File: src/verilog/gshare_fetch_pkg.sv
`default_nettype none

package gshare_fetch_pkg;

  localparam int PHT_INDEX_W = 5;             // gshare index and history width

  typedef logic [31:0] word_t;                // immediate or jalr target value
  typedef logic [31:0] addr_t;                // instruction address
  typedef logic [PHT_INDEX_W-1:0] pht_index_t; // pht slot
  typedef logic [PHT_INDEX_W-1:0] bhr_t;       // global branch history
  typedef logic [1:0] counter_t;               // two-bit saturating counter
  typedef logic [24:0] btb_tag_t;              // pc bits 31:7

  // kind of control flow reported by the execute side
  typedef enum logic [1:0] {
    cf_none   = 2'd0,                          // plain instruction
    cf_branch = 2'd1,                          // conditional branch
    cf_jal    = 2'd2,                          // pc relative jump
    cf_jalr   = 2'd3                           // register indirect jump
  } cf_kind_t;

  localparam int PHT_ENTRIES = 32;             // one counter per index value
  localparam int BTB_ENTRIES = 32;             // direct mapped on pc bits 6:2

  localparam addr_t INSTR_BYTES = 32'd4;       // fixed instruction size
  localparam addr_t PC_RESET = 32'h0000_0000;  // first fetch address

  localparam counter_t COUNTER_INIT = 2'd1;      // weakly not taken
  localparam counter_t COUNTER_TAKEN_MIN = 2'd2; // weakly taken and up

endpackage

`default_nettype wire

File: src/verilog/branch_resolve.sv
`timescale 1ns/1ns
`default_nettype none

module branch_resolve (
  input  wire                         resolve_valid,
  input  gshare_fetch_pkg::addr_t     resolve_pc,
  input  gshare_fetch_pkg::cf_kind_t  resolve_kind,
  input  wire                         resolve_bcond,         // branch condition met
  input  gshare_fetch_pkg::word_t     resolve_imm,
  input  gshare_fetch_pkg::addr_t     resolve_jalr_target,
  input  gshare_fetch_pkg::addr_t     resolve_pred_next_pc,  // what fetch guessed
  output logic                        redirect,
  output gshare_fetch_pkg::addr_t     redirect_pc,           // actual next pc
  output logic                        btb_write_en,
  output logic                        btb_write_uncond,
  output logic                        pht_update_en,
  output logic                        pht_update_taken
);

  gshare_fetch_pkg::addr_t seq_pc;     // pc + 4
  gshare_fetch_pkg::addr_t rel_pc;     // pc + imm
  logic is_branch;
  logic is_jump;                       // jal or jalr
  logic actual_taken;

  assign seq_pc = resolve_pc + gshare_fetch_pkg::INSTR_BYTES;
  assign rel_pc = resolve_pc + resolve_imm;

  assign is_branch = (resolve_kind == gshare_fetch_pkg::cf_branch);
  assign is_jump   = (resolve_kind == gshare_fetch_pkg::cf_jal) ||
                     (resolve_kind == gshare_fetch_pkg::cf_jalr);
  assign actual_taken = is_jump || (is_branch && resolve_bcond);

  always_comb begin
    case (resolve_kind)
      gshare_fetch_pkg::cf_jal:    redirect_pc = rel_pc;
      gshare_fetch_pkg::cf_jalr:   redirect_pc = resolve_jalr_target;
      gshare_fetch_pkg::cf_branch: redirect_pc = resolve_bcond ? rel_pc : seq_pc;
      default:                     redirect_pc = seq_pc;     // no control flow
    endcase
  end

  // plain instructions never redirect
  assign redirect = resolve_valid && (resolve_kind != gshare_fetch_pkg::cf_none) &&
                    (redirect_pc != resolve_pred_next_pc);

  assign btb_write_en     = resolve_valid && actual_taken;   // only taken targets stored
  assign btb_write_uncond = is_jump;
  assign pht_update_en    = resolve_valid && is_branch;
  assign pht_update_taken = resolve_bcond;

endmodule

`default_nettype wire

File: src/verilog/branch_target_buffer.sv
`timescale 1ns/1ns
`default_nettype none

module branch_target_buffer (
  input  wire                        clk,
  input  wire                        reset,
  input  gshare_fetch_pkg::addr_t    lookup_pc,     // current fetch address
  input  wire                        write_en,      // taken outcome from resolve
  input  gshare_fetch_pkg::addr_t    write_pc,      // pc of resolved instruction
  input  gshare_fetch_pkg::addr_t    write_target,  // actual target
  input  wire                        write_uncond,  // jal or jalr
  output logic                       hit,
  output logic                       uncond,
  output gshare_fetch_pkg::addr_t    target
);

  logic [$clog2(gshare_fetch_pkg::BTB_ENTRIES)-1:0] lookup_idx;  // read slot
  logic [$clog2(gshare_fetch_pkg::BTB_ENTRIES)-1:0] write_idx;   // write slot
  gshare_fetch_pkg::btb_tag_t lookup_tag;
  gshare_fetch_pkg::btb_tag_t write_tag;

  logic [gshare_fetch_pkg::BTB_ENTRIES-1:0] valid_q;          // per entry valid
  gshare_fetch_pkg::btb_tag_t tag_q [gshare_fetch_pkg::BTB_ENTRIES];
  gshare_fetch_pkg::addr_t target_q [gshare_fetch_pkg::BTB_ENTRIES];
  logic uncond_q [gshare_fetch_pkg::BTB_ENTRIES];              // jump, not branch

  assign lookup_idx = lookup_pc[6:2];   // word aligned, low bits dropped
  assign lookup_tag = lookup_pc[31:7];
  assign write_idx  = write_pc[6:2];
  assign write_tag  = write_pc[31:7];

  // combinational lookup
  assign hit    = valid_q[lookup_idx] && (tag_q[lookup_idx] == lookup_tag);
  assign uncond = uncond_q[lookup_idx];
  assign target = target_q[lookup_idx];

  always_ff @(posedge clk) begin
    if (reset) begin
      valid_q <= '0;                    // all entries invalid
    end else if (write_en) begin
      valid_q[write_idx] <= 1'b1;
    end
  end

  // payload arrays, qualified by valid_q
  always_ff @(posedge clk) begin
    if (write_en) begin
      tag_q[write_idx]    <= write_tag;
      target_q[write_idx] <= write_target;
      uncond_q[write_idx] <= write_uncond;  // later hits skip the counter
    end
  end

endmodule

`default_nettype wire

File: src/verilog/fetch_unit.sv
`timescale 1ns/1ns
`default_nettype none

module fetch_unit (
  input  wire                        clk,
  input  wire                        reset,
  input  wire                        fetch_stall,   // hold pc
  input  wire                        redirect,      // misprediction from resolve
  input  gshare_fetch_pkg::addr_t    redirect_pc,   // corrected address
  input  wire                        btb_hit,
  input  wire                        btb_uncond,
  input  gshare_fetch_pkg::addr_t    btb_target,
  input  wire                        pht_taken,     // counter says taken
  output gshare_fetch_pkg::addr_t    fetch_pc,
  output gshare_fetch_pkg::addr_t    fetch_pred_next_pc
);

  gshare_fetch_pkg::addr_t pc_q;
  gshare_fetch_pkg::addr_t pc_seq;   // fall through address
  logic predict_jump;                // follow the btb

  assign pc_seq = pc_q + gshare_fetch_pkg::INSTR_BYTES;

  // jumps always follow a hit, branches only when the counter agrees
  assign predict_jump = btb_hit && (btb_uncond || pht_taken);

  assign fetch_pred_next_pc = predict_jump ? btb_target : pc_seq;
  assign fetch_pc = pc_q;

  always_ff @(posedge clk) begin
    if (reset) begin
      pc_q <= gshare_fetch_pkg::PC_RESET;
    end else if (redirect) begin
      pc_q <= redirect_pc;             // wins over stall
    end else if (!fetch_stall) begin
      pc_q <= fetch_pred_next_pc;
    end
  end

endmodule

`default_nettype wire

File: src/verilog/gshare_fetch_top.sv
`timescale 1ns/1ns
`default_nettype none

module gshare_fetch_top (
  input  wire                           clk,
  input  wire                           reset,
  input  wire                           fetch_stall,
  input  wire                           resolve_valid,
  input  gshare_fetch_pkg::addr_t       resolve_pc,
  input  gshare_fetch_pkg::cf_kind_t    resolve_kind,
  input  wire                           resolve_bcond,
  input  gshare_fetch_pkg::word_t       resolve_imm,
  input  gshare_fetch_pkg::addr_t       resolve_jalr_target,
  input  gshare_fetch_pkg::addr_t       resolve_pred_next_pc,  // echoed from fetch
  input  gshare_fetch_pkg::pht_index_t  resolve_pht_index,     // echoed from fetch
  output gshare_fetch_pkg::addr_t       fetch_pc,
  output gshare_fetch_pkg::addr_t       fetch_pred_next_pc,
  output gshare_fetch_pkg::pht_index_t  fetch_pht_index,
  output logic                          redirect,
  output gshare_fetch_pkg::addr_t       redirect_pc
);

  logic btb_hit;
  logic btb_uncond;
  gshare_fetch_pkg::addr_t btb_target;
  logic pht_taken;
  logic btb_write_en;
  logic btb_write_uncond;
  logic pht_update_en;
  logic pht_update_taken;

  fetch_unit u_fetch_unit (
    .clk                (clk),
    .reset              (reset),
    .fetch_stall        (fetch_stall),
    .redirect           (redirect),
    .redirect_pc        (redirect_pc),
    .btb_hit            (btb_hit),
    .btb_uncond         (btb_uncond),
    .btb_target         (btb_target),
    .pht_taken          (pht_taken),
    .fetch_pc           (fetch_pc),
    .fetch_pred_next_pc (fetch_pred_next_pc)
  );

  branch_target_buffer u_btb (
    .clk          (clk),
    .reset        (reset),
    .lookup_pc    (fetch_pc),
    .write_en     (btb_write_en),
    .write_pc     (resolve_pc),
    .write_target (redirect_pc),      // actual next pc of a taken instruction
    .write_uncond (btb_write_uncond),
    .hit          (btb_hit),
    .uncond       (btb_uncond),
    .target       (btb_target)
  );

  pattern_history_table u_pht (
    .clk           (clk),
    .reset         (reset),
    .lookup_pc     (fetch_pc),
    .update_en     (pht_update_en),
    .update_index  (resolve_pht_index),  // index seen at fetch, not rehashed
    .update_taken  (pht_update_taken),
    .lookup_index  (fetch_pht_index),
    .predict_taken (pht_taken)
  );

  branch_resolve u_resolve (
    .resolve_valid        (resolve_valid),
    .resolve_pc           (resolve_pc),
    .resolve_kind         (resolve_kind),
    .resolve_bcond        (resolve_bcond),
    .resolve_imm          (resolve_imm),
    .resolve_jalr_target  (resolve_jalr_target),
    .resolve_pred_next_pc (resolve_pred_next_pc),
    .redirect             (redirect),
    .redirect_pc          (redirect_pc),
    .btb_write_en         (btb_write_en),
    .btb_write_uncond     (btb_write_uncond),
    .pht_update_en        (pht_update_en),
    .pht_update_taken     (pht_update_taken)
  );

endmodule

`default_nettype wire

File: src/verilog/pattern_history_table.sv
`timescale 1ns/1ns
`default_nettype none

module pattern_history_table (
  input  wire                           clk,
  input  wire                           reset,
  input  gshare_fetch_pkg::addr_t       lookup_pc,     // current fetch address
  input  wire                           update_en,     // valid branch resolve
  input  gshare_fetch_pkg::pht_index_t  update_index,  // index used at fetch time
  input  wire                           update_taken,  // branch outcome
  output gshare_fetch_pkg::pht_index_t  lookup_index,  // echoed down the pipe
  output logic                          predict_taken
);

  gshare_fetch_pkg::bhr_t bhr_q;                                     // global history
  gshare_fetch_pkg::counter_t counter_q [gshare_fetch_pkg::PHT_ENTRIES];
  gshare_fetch_pkg::counter_t cur_count;                             // counter under update

  // gshare hash
  assign lookup_index  = lookup_pc[6:2] ^ bhr_q;
  assign predict_taken = counter_q[lookup_index] >= gshare_fetch_pkg::COUNTER_TAKEN_MIN;

  assign cur_count = counter_q[update_index];

  always_ff @(posedge clk) begin
    if (reset) begin
      bhr_q <= '0;
    end else if (update_en) begin
      bhr_q <= {bhr_q[gshare_fetch_pkg::PHT_INDEX_W-2:0], update_taken};  // newest in lsb
    end
  end

  always_ff @(posedge clk) begin
    if (reset) begin
      for (int i = 0; i < gshare_fetch_pkg::PHT_ENTRIES; i++) begin
        counter_q[i] <= gshare_fetch_pkg::COUNTER_INIT;  // weakly not taken
      end
    end else if (update_en) begin
      if (update_taken) begin
        if (cur_count != 2'b11) begin
          counter_q[update_index] <= cur_count + 2'd1;   // step toward taken
        end
      end else begin
        if (cur_count != 2'b00) begin
          counter_q[update_index] <= cur_count - 2'd1;   // step toward not taken
        end
      end
    end
  end

endmodule

`default_nettype wire
File: config.mk
export PLATFORM = sky130hd
export DESIGN_NAME = gshare_fetch_top
export DESIGN_NICKNAME = d
export VERILOG_FILES = /design/src/verilog/gshare_fetch_pkg.sv /design/src/verilog/branch_resolve.sv /design/src/verilog/branch_target_buffer.sv /design/src/verilog/fetch_unit.sv /design/src/verilog/gshare_fetch_top.sv /design/src/verilog/pattern_history_table.sv
export SDC_FILE = /design/constraint.sdc
export NUM_CORES = 2
export LEC_CHECK = 0
export BUFFER_PORTS_ARGS = -buffer_cell sky130_fd_sc_hd__buf_2
export CAP_MARGIN = 5
export CORE_MARGIN = 8
export CORE_UTILIZATION = 35
export DETAILED_ROUTE_END_ITERATION = 8
export SLEW_MARGIN = 0
export SYNTH_ARGS = -nofsm -noshare
export SYNTH_HDL_FRONTEND = slang
export SYNTH_SLANG_ARGS = --single-unit
File: constraint.sdc
create_clock -name clk -period 6.21 [get_ports clk]
set_input_delay 0.621 -clock clk [delete_from_list [all_inputs] [get_ports clk]]
set_output_delay 0.621 -clock clk [all_outputs]
set_load 0.02 [all_outputs]
== Word level (Yosys, flattened, before mapping) ==
Memory sizes are Yosys's and may differ from the RTL's. A register that Yosys moved wholly into a read port is not among the register bits.
Index checks and enable logic that the tools add are counted.

* Memory bits (writable): 1920
* Register bits: 69
* Word-level logic and storage cells: 73
* Input port bits: 140
* Output and inout bits: 102
* Memories kept: 4

* Mux-type cells: 33
* Magnitude comparators: 4
* Add/sub/neg operators: 5
* Bitwise logic cells: 3
* Equal/unequal tests: 7
* Reduce and logical (&&, ||, !) cells: 14

{| class="wikitable"
|+ Memory list
! memory !! depth !! bits a word !! read ports !! clocked after memory_dff !! write ports !! RTL line !! text
|-
| u_btb.target_q || 32 || 32 || 1 || 1 || 1 || branch_target_buffer.sv:24 || <nowiki>gshare_fetch_pkg::addr_t target_q [gshare_fetch_pkg::BTB_ENTRIES];</nowiki>
|-
| u_btb.tag_q || 32 || 25 || 1 || 1 || 1 || branch_target_buffer.sv:23 || <nowiki>gshare_fetch_pkg::btb_tag_t tag_q [gshare_fetch_pkg::BTB_ENTRIES];</nowiki>
|-
| u_pht.counter_q || 32 || 2 || 2 || 0 || 32 || pattern_history_table.sv:16 || <nowiki>gshare_fetch_pkg::counter_t counter_q [gshare_fetch_pkg::PHT_ENTRIES];</nowiki>
|-
| u_btb.uncond_q || 32 || 1 || 1 || 1 || 1 || branch_target_buffer.sv:25 || <nowiki>logic uncond_q [gshare_fetch_pkg::BTB_ENTRIES];</nowiki>
|}

{| class="wikitable"
|+ Operators by type and width
! operator !! number
|-
| 2-to-1 mux 32 bit || 4
|-
| case mux 32 bit (3 select lines) || 1
|-
| adder 32 x 3 -> 32 bit (second input constant) || 2
|-
| 2-to-1 mux 5 bit || 7
|-
| adder 32 bit || 1
|-
| != test 32 bit || 1
|-
| bitwise OR 32 bit || 1
|-
| == test 25 bit || 1
|-
| 2-to-1 mux 1 bit || 17
|-
| less-than comparator 5 x 6 -> 1 bit (second input constant) || 2
|-
| logical AND 1 bit || 8
|-
| binary-select mux 1 bit (select 5 bit) || 1
|-
| demux 1 bit (select 5 bit) || 1
|-
| greater-or-equal comparator 5 x 1 -> 1 bit (second input constant) || 1
|-
| XOR 5 bit || 1
|-
| == test 2 bit (second input constant) || 2
|-
| 2-to-1 mux 2 bit || 2
|-
| nonzero test 2 bit || 2
|-
| logical OR 1 bit || 3
|-
| adder 2 x 1 -> 2 bit (second input constant) || 1
|-
| == test 2 x 1 -> 1 bit (second input constant) || 1
|-
| greater-or-equal comparator 2 bit (second input constant) || 1
|-
| != test 2 x 1 -> 1 bit (second input constant) || 1
|-
| != test 2 bit (second input constant) || 1
|-
| other kinds (3) || 3
|}

== Depth between registers and ports, before layout ==
An unclocked memory read counts as a cell.

* Depth in word-level cells: 10
* Mapped depth: 20
* Gate-level depth less buffers: 16

== By module ==
A second synthesis with hierarchy kept.

* Cells, all modules: 4380
* Area, all modules: 82581.7 um^2

{| class="wikitable"
|+ By module, submodules not included
! module !! instances !! area each (um^2) !! cells an instance !! seq. area each (um^2)
|-
| branch_target_buffer || 1 || 72091.6 || 3100 || 56374.1
|-
| pattern_history_table || 1 || 4032.6 || 323 || 2021.9
|-
| branch_resolve || 1 || 3723.6 || 568 || 0.0
|-
| fetch_unit || 1 || 2733.9 || 389 || 640.6
|}

== Worst setup path after synthesis ==
Ideal clock, no wire load.

* Kind: input to output
* Start: in resolve_pc[6]
* End: out redirect
* Required time: 5.589 ns
* Setup slack: -0.342 ns
* Cell stages on the path: 12
* Path buffers: 1
* Arrival time: 5.931 ns
* Path through: ha_1 > clkbuf_1 > and4_1 > nand3_1 > a21oi_1 > nor2_1 > o311ai_0 > xor2_1 > nor4_1 > nand4_2 > nand2_1 > inv_2

* Cells in the longest elaborated chain, start to end: 5
* Elaborated cells on any way between the ends: 6
* Those cells by class: add/sub: 2; eq/ne: 1; mux: 2; reduce/logical: 1

{| class="wikitable"
|+ RTL lines
! item !! RTL line !! text
|-
| start, declared || gshare_fetch_top.sv:9 || <nowiki>input gshare_fetch_pkg::addr_t resolve_pc,</nowiki>
|-
| adder 32 x 3 -> 32 bit or adder 32 bit (tied branches) || branch_resolve.sv:26, branch_resolve.sv:27 ||
|-
| 2-to-1 mux 32 bit || branch_resolve.sv:38 || <nowiki>gshare_fetch_pkg::cf_branch: redirect_pc = resolve_bcond ? rel_pc : seq_pc;</nowiki>
|-
| case mux 32 bit (3 select lines) (*) || branch_resolve.sv:35 || <nowiki>case (resolve_kind)</nowiki>
|-
| net redirect_pc[19] || gshare_fetch_top.sv:20 || <nowiki>output gshare_fetch_pkg::addr_t redirect_pc</nowiki>
|-
| != test 32 bit (*) || branch_resolve.sv:45 || <nowiki>(redirect_pc != resolve_pred_next_pc);</nowiki>
|-
| logical AND 1 bit (*) || branch_resolve.sv:44 || <nowiki>assign redirect = resolve_valid && (resolve_kind != gshare_fetch_pkg::cf_none) &&</nowiki>
|-
| end, declared || gshare_fetch_top.sv:19 || <nowiki>output logic redirect,</nowiki>
|}

Mark *: on every way through the listed nets, which the timed path passes. The rest lies on a longest branch.

==> run summary <==
The logs give 92 for the unique cell type count in the Yosys netlist and 134 for the largest net degree at the start of global routing. The critical path is of the reg -> out type. After global routing the overflow that remains totals 0.

The run gives 0.408 as the final standard cell utilization of the core. The die covers 253000 um^2. Final number of max-transition violations: 0. The final layout net count is 4959. In the post-synthesis netlist, the biggest area contributors are edfxtp_1 70%, mux4_2 15%, mux2i_1 2.0%. The cell sitting at the root of the clock tree is a clkbuf_16. The global routing usage summed across all routing layers came out at 0.214. The worst relative slew slack came out at 0.135. The logs give 0.389 for the clock network fraction of design power and 0 for the number of failing hold endpoints at the final stage.

The flow ran to the end, and the final reports show no timing, DRC or antenna violations. Subtracting the final worst setup slack from the clock period gives 6.08 ns. Number of global-route vias before repair: 46600.

The count of nets left with antenna violations after detail routing is 0, and the register clock-pin slew on the reported worst setup and hold paths is 0.06 ns. The area fraction in compound gates after synthesis was 0.0389; the placed wire-length estimate was 171000 um. In this run the static leakage power is 30.2 nW.

Summed over all nets, the switching power comes to 0.00791 W. The startpoint class of the critical path is a flip-flop. Setup violations remaining at the end of the flow were counted as 0. Static timing analysis puts the maximum clock frequency at 164 MHz.

The largest total area in the synthesized netlist belongs to edfxtp_1. For the final database, setup skew stands at 0.103 ns. The logs give 48 for the number of antenna violations at the first check in global routing and 3 for the maximum root-to-sink buffer count.

The tools report the iteration-0 DRC count of the detailed router as 6190. Cell with the largest stage delay on the worst path: mux4_2. The async set or reset register ratio after synthesis is 0, and the routed length per instance is 34.2 um. For the count of boundary I/O pins, the log shows 242. The pre-antenna-repair detailed-routing pass consisted of 6 iterations.

The run gives 202 as the CTS buffer count. The first-pass GRT wire length came out at 378000 um. The tools report the sequential cell area fraction in the yosys report as 0.713. The netlist area before placement was 82900 um^2; the detail-routed via count per cell was 5.78.

The fraction of power consumed by sequential logic is 0.490. The post-synthesis sequential element count was 1994; the net switching fraction of the power was 0.254. Setup repair after global routing left no endpoint under its margin.

With fillers left out, the area of the finished cells amounts to 96100 um^2. The most common cell type on the critical path is buf_12. For the final routed database, the setup TNS stands at 0 ns. For this design the ratio of total power to cell area is 324 nW/um^2.

The number of enable-type register cells in the synthesized netlist is 1920. The number of buffers added on ports was 241; the total vias in the final route was 47000. The top flip-flop cell by instance count after synthesis was edfxtp_1. The share of the cycle needed by the critical path after routing came out at 0.980. The signal on the critical path passes through buf_12 -> buf_12 -> mux4_2 -> mux2i_1 -> o22a_1 -> nand3_1 -> xnor2_1 -> o2111ai_1 -> nand4bb_2 -> nor3_4 -> buf_12 -> buf_4 -> mux2i_1 -> buf_4 -> buf_2.

The run gives 89200 um^2 as the placed standard-cell area. When the netlist entered floorplanning its net count stood at 4555. The run gives 0 as the number of warning messages in the yosys log.

Share of layout cells above drive strength 1: 0.288. At the end of routability-driven placement, the weighted congestion stood at 0.926. The clock reaches the later pin of the worst-skew pair after 0.91 ns. In this run the horizontal extent of the chip is 503 um. For the pin with the worst max-slew slack, the measured transition is 1.26 ns. The internal portion of total power was 0.0232 W. Measured along the y axis, the die boundary spans 503 um. Averaged over all synthesized cells, the footprint is 18.9 um^2. The gate count of the mapped netlist was 4378; the remaining design rule violation count was 0. For this run, the slowest stage of the critical path takes 0.57 ns. The mux cell area share after synthesis was 0.168; the synthesized-area fraction occupied by adder cells was 0.00567. The top-area cell type share of the netlist area came out at 0.695. The combinational family with the most area after synthesis is multiplexers. The count of standard-cell rows was 178. The starting density of the core was 0.352; the max-capacitance violation count was 0.

Counting the fill cells in the layout gives 20800. For the worst setup path, the data arrival time is 5.46 ns. The synthesized-area fraction occupied by and/or/nand/nor cells is 0.0439, and the post-synthesis xor/xnor area fraction is 0.0120.

The tightest min-delay check is of the in -> reg type. TritonCTS built the clock tree. STA classifies the critical path endpoint as an output port. CTS saw 1994 sinks.

The placeable core region was 235000 um^2. In this run, post-CTS hold repair placed 0 buffers. Summed over all layers, the routed wires come to 278000 um. The CTS H-tree depth was 4; the required time at the endpoint of the critical path was 5.59 ns. The largest fanout on the critical path was 42; the highest ir drop seen on vdd was 0.286 mV.

The tools report the part of the total power dissipated in combinational logic as 0.122. The area growth from synthesis to layout is 15.9%.
==> state kept, by name, indices dropped and copies added, names as in the netlist, named ones only <==
name / cells
u_btb.uncond_q: 32
u_btb.tag_q: 800
u_pht.counter_q: 64
u_btb.target_q: 1024
u_fetch_unit.fetch_pc: 32
u_pht.bhr_q: 5
u_btb.valid_q: 32
==> cells by family after synthesis <==
kind of cell	after synthesis
flip-flops	1994
buffers and inverters	312
adder cells (fa/ha/maj)	37
multiplexers	721
AND/OR/NAND/NOR	749
AO/OA/AOI/OAI	451
XOR/XNOR	114
==> critical path: cells and delay by family, from the launching register on <==
kind	cells	cell delay [ns]
buf+inv	6	1.28
mux	3	1.12
simple gates	3	0.89
compound gates	2	0.52
flops	1	0.48
xor+xnor	1	0.15
==> power groups by stage <==
stage / Sequential (W) / Combinational (W) / Clock [W]
detailed placement: 0.0155 / 0.00371 / 0
finish: 0.0152 / 0.00378 / 0.0121
CTS: 0.0152 / 0.00376 / 0.0122
global placement: 0.0155 / 0.00368 / 0
global route: 0.0152 / 0.00395 / 0.0128
floorplan: 0.0155 / 0.00220 / 0
==> metrics by stage <==
stage	hold WS [ns]	std cells	power, W	worst slack (ns)
CTS	0.0240	8098	0.0313	0.0301
global route	0.0680	8126	0.0320	0.00128
global placement	0.442	7716	0.0192	0.371
floorplan	0.435	4378	0.0177	0.00160
detailed placement	0.449	7716	0.0193	0.292
finish	0.102	8135	0.0311	0.126
==> cell usage in the layout (no fill, tap or decap), types with 21 or more instances in the layout <==
master / n
ha_1: 36
a22oi_1: 41
nand3_1: 78
xor2_1: 60
clkbuf_16: 202
mux2_2: 21
buf_4: 205
and3_1: 23
nor2_4: 29
edfxtp_1: 1920
a21oi_1: 85
buf_12: 28
mux4_2: 536
nand2_1: 188
nand4_1: 45
o21a_1: 30
buf_2: 240
clkinv_2: 39
nor3_1: 51
clkinv_1: 51
o21ai_0: 55
dfxtp_1: 69
inv_1: 28
clkbuf_1: 39
nor2_1: 190
diode_2: 30
mux2i_1: 161
a221oi_1: 32
o22ai_1: 27
xnor2_1: 54
==> Yosys cell counts (all sizes together) (23+ instances only) <==
master / n
nor3: 57
a21oi: 90
mux2i: 163
a22oi: 41
dfxtp: 74
a221oi: 35
nand4: 47
xor2: 60
nand3: 80
xnor2: 54
mux4: 536
edfxtp: 1920
clkbuf: 113
o21a: 30
ha: 36
inv: 31
o22ai: 27
and3: 23
buf: 165
nand2: 188
nor2: 219
o21ai: 66
==> timing repair <==
item,4_1_cts,5_1_grt
hold endpoints to repair,0,0
endpoints found under the setup margin,20,15
setup buffers,5,7
resized for setup,4,8
==> path summary, 6_finish.rpt <==
| kind | from | end | slack [ns] | cells past startpoint |
|---|---|---|---|---|
| hold / removal | resolve_pc[10] | u_btb.tag_q[5][3] | 0.10 | 1 |
| setup / recovery | flip-flop | fetch_pred_next_pc[18] | 0.13 | 15 |
| setup reg to reg | flip-flop | flip-flop | 0.84 | 15 |
| hold reg to reg | u_btb.valid_q[27] | u_btb.valid_q[27] | 0.47 | 1 |
==> area by class of cell <==
type | instances | area, um^2 | area share
sequential | 1994 | 59200 | 0.616
multi-input combinational | 2072 | 22700 | 0.237
clock buffer | 242 | 5220 | 0.0543
tap | 3150 | 3940 | 0.0410
timing repair buffer | 478 | 3410 | 0.0355
clock inverter | 135 | 1410 | 0.0147
inverter | 34 | 138 | 0.00143
antenna | 30 | 75.1 | 0.000781
==> per-layer routing <==
layer  track usage  routed length [um]  part of all wire  up-vias
li1              -                   -                 -    18900
met1         0.274              104000              0.38    25200
met2         0.338              130000              0.47     2353
met3        0.0362               21600             0.078      554
met4         0.142               21400             0.077        6
met5             0                  50           0.00018        -
No activity file was read; power rests on OpenSTA's default activity.
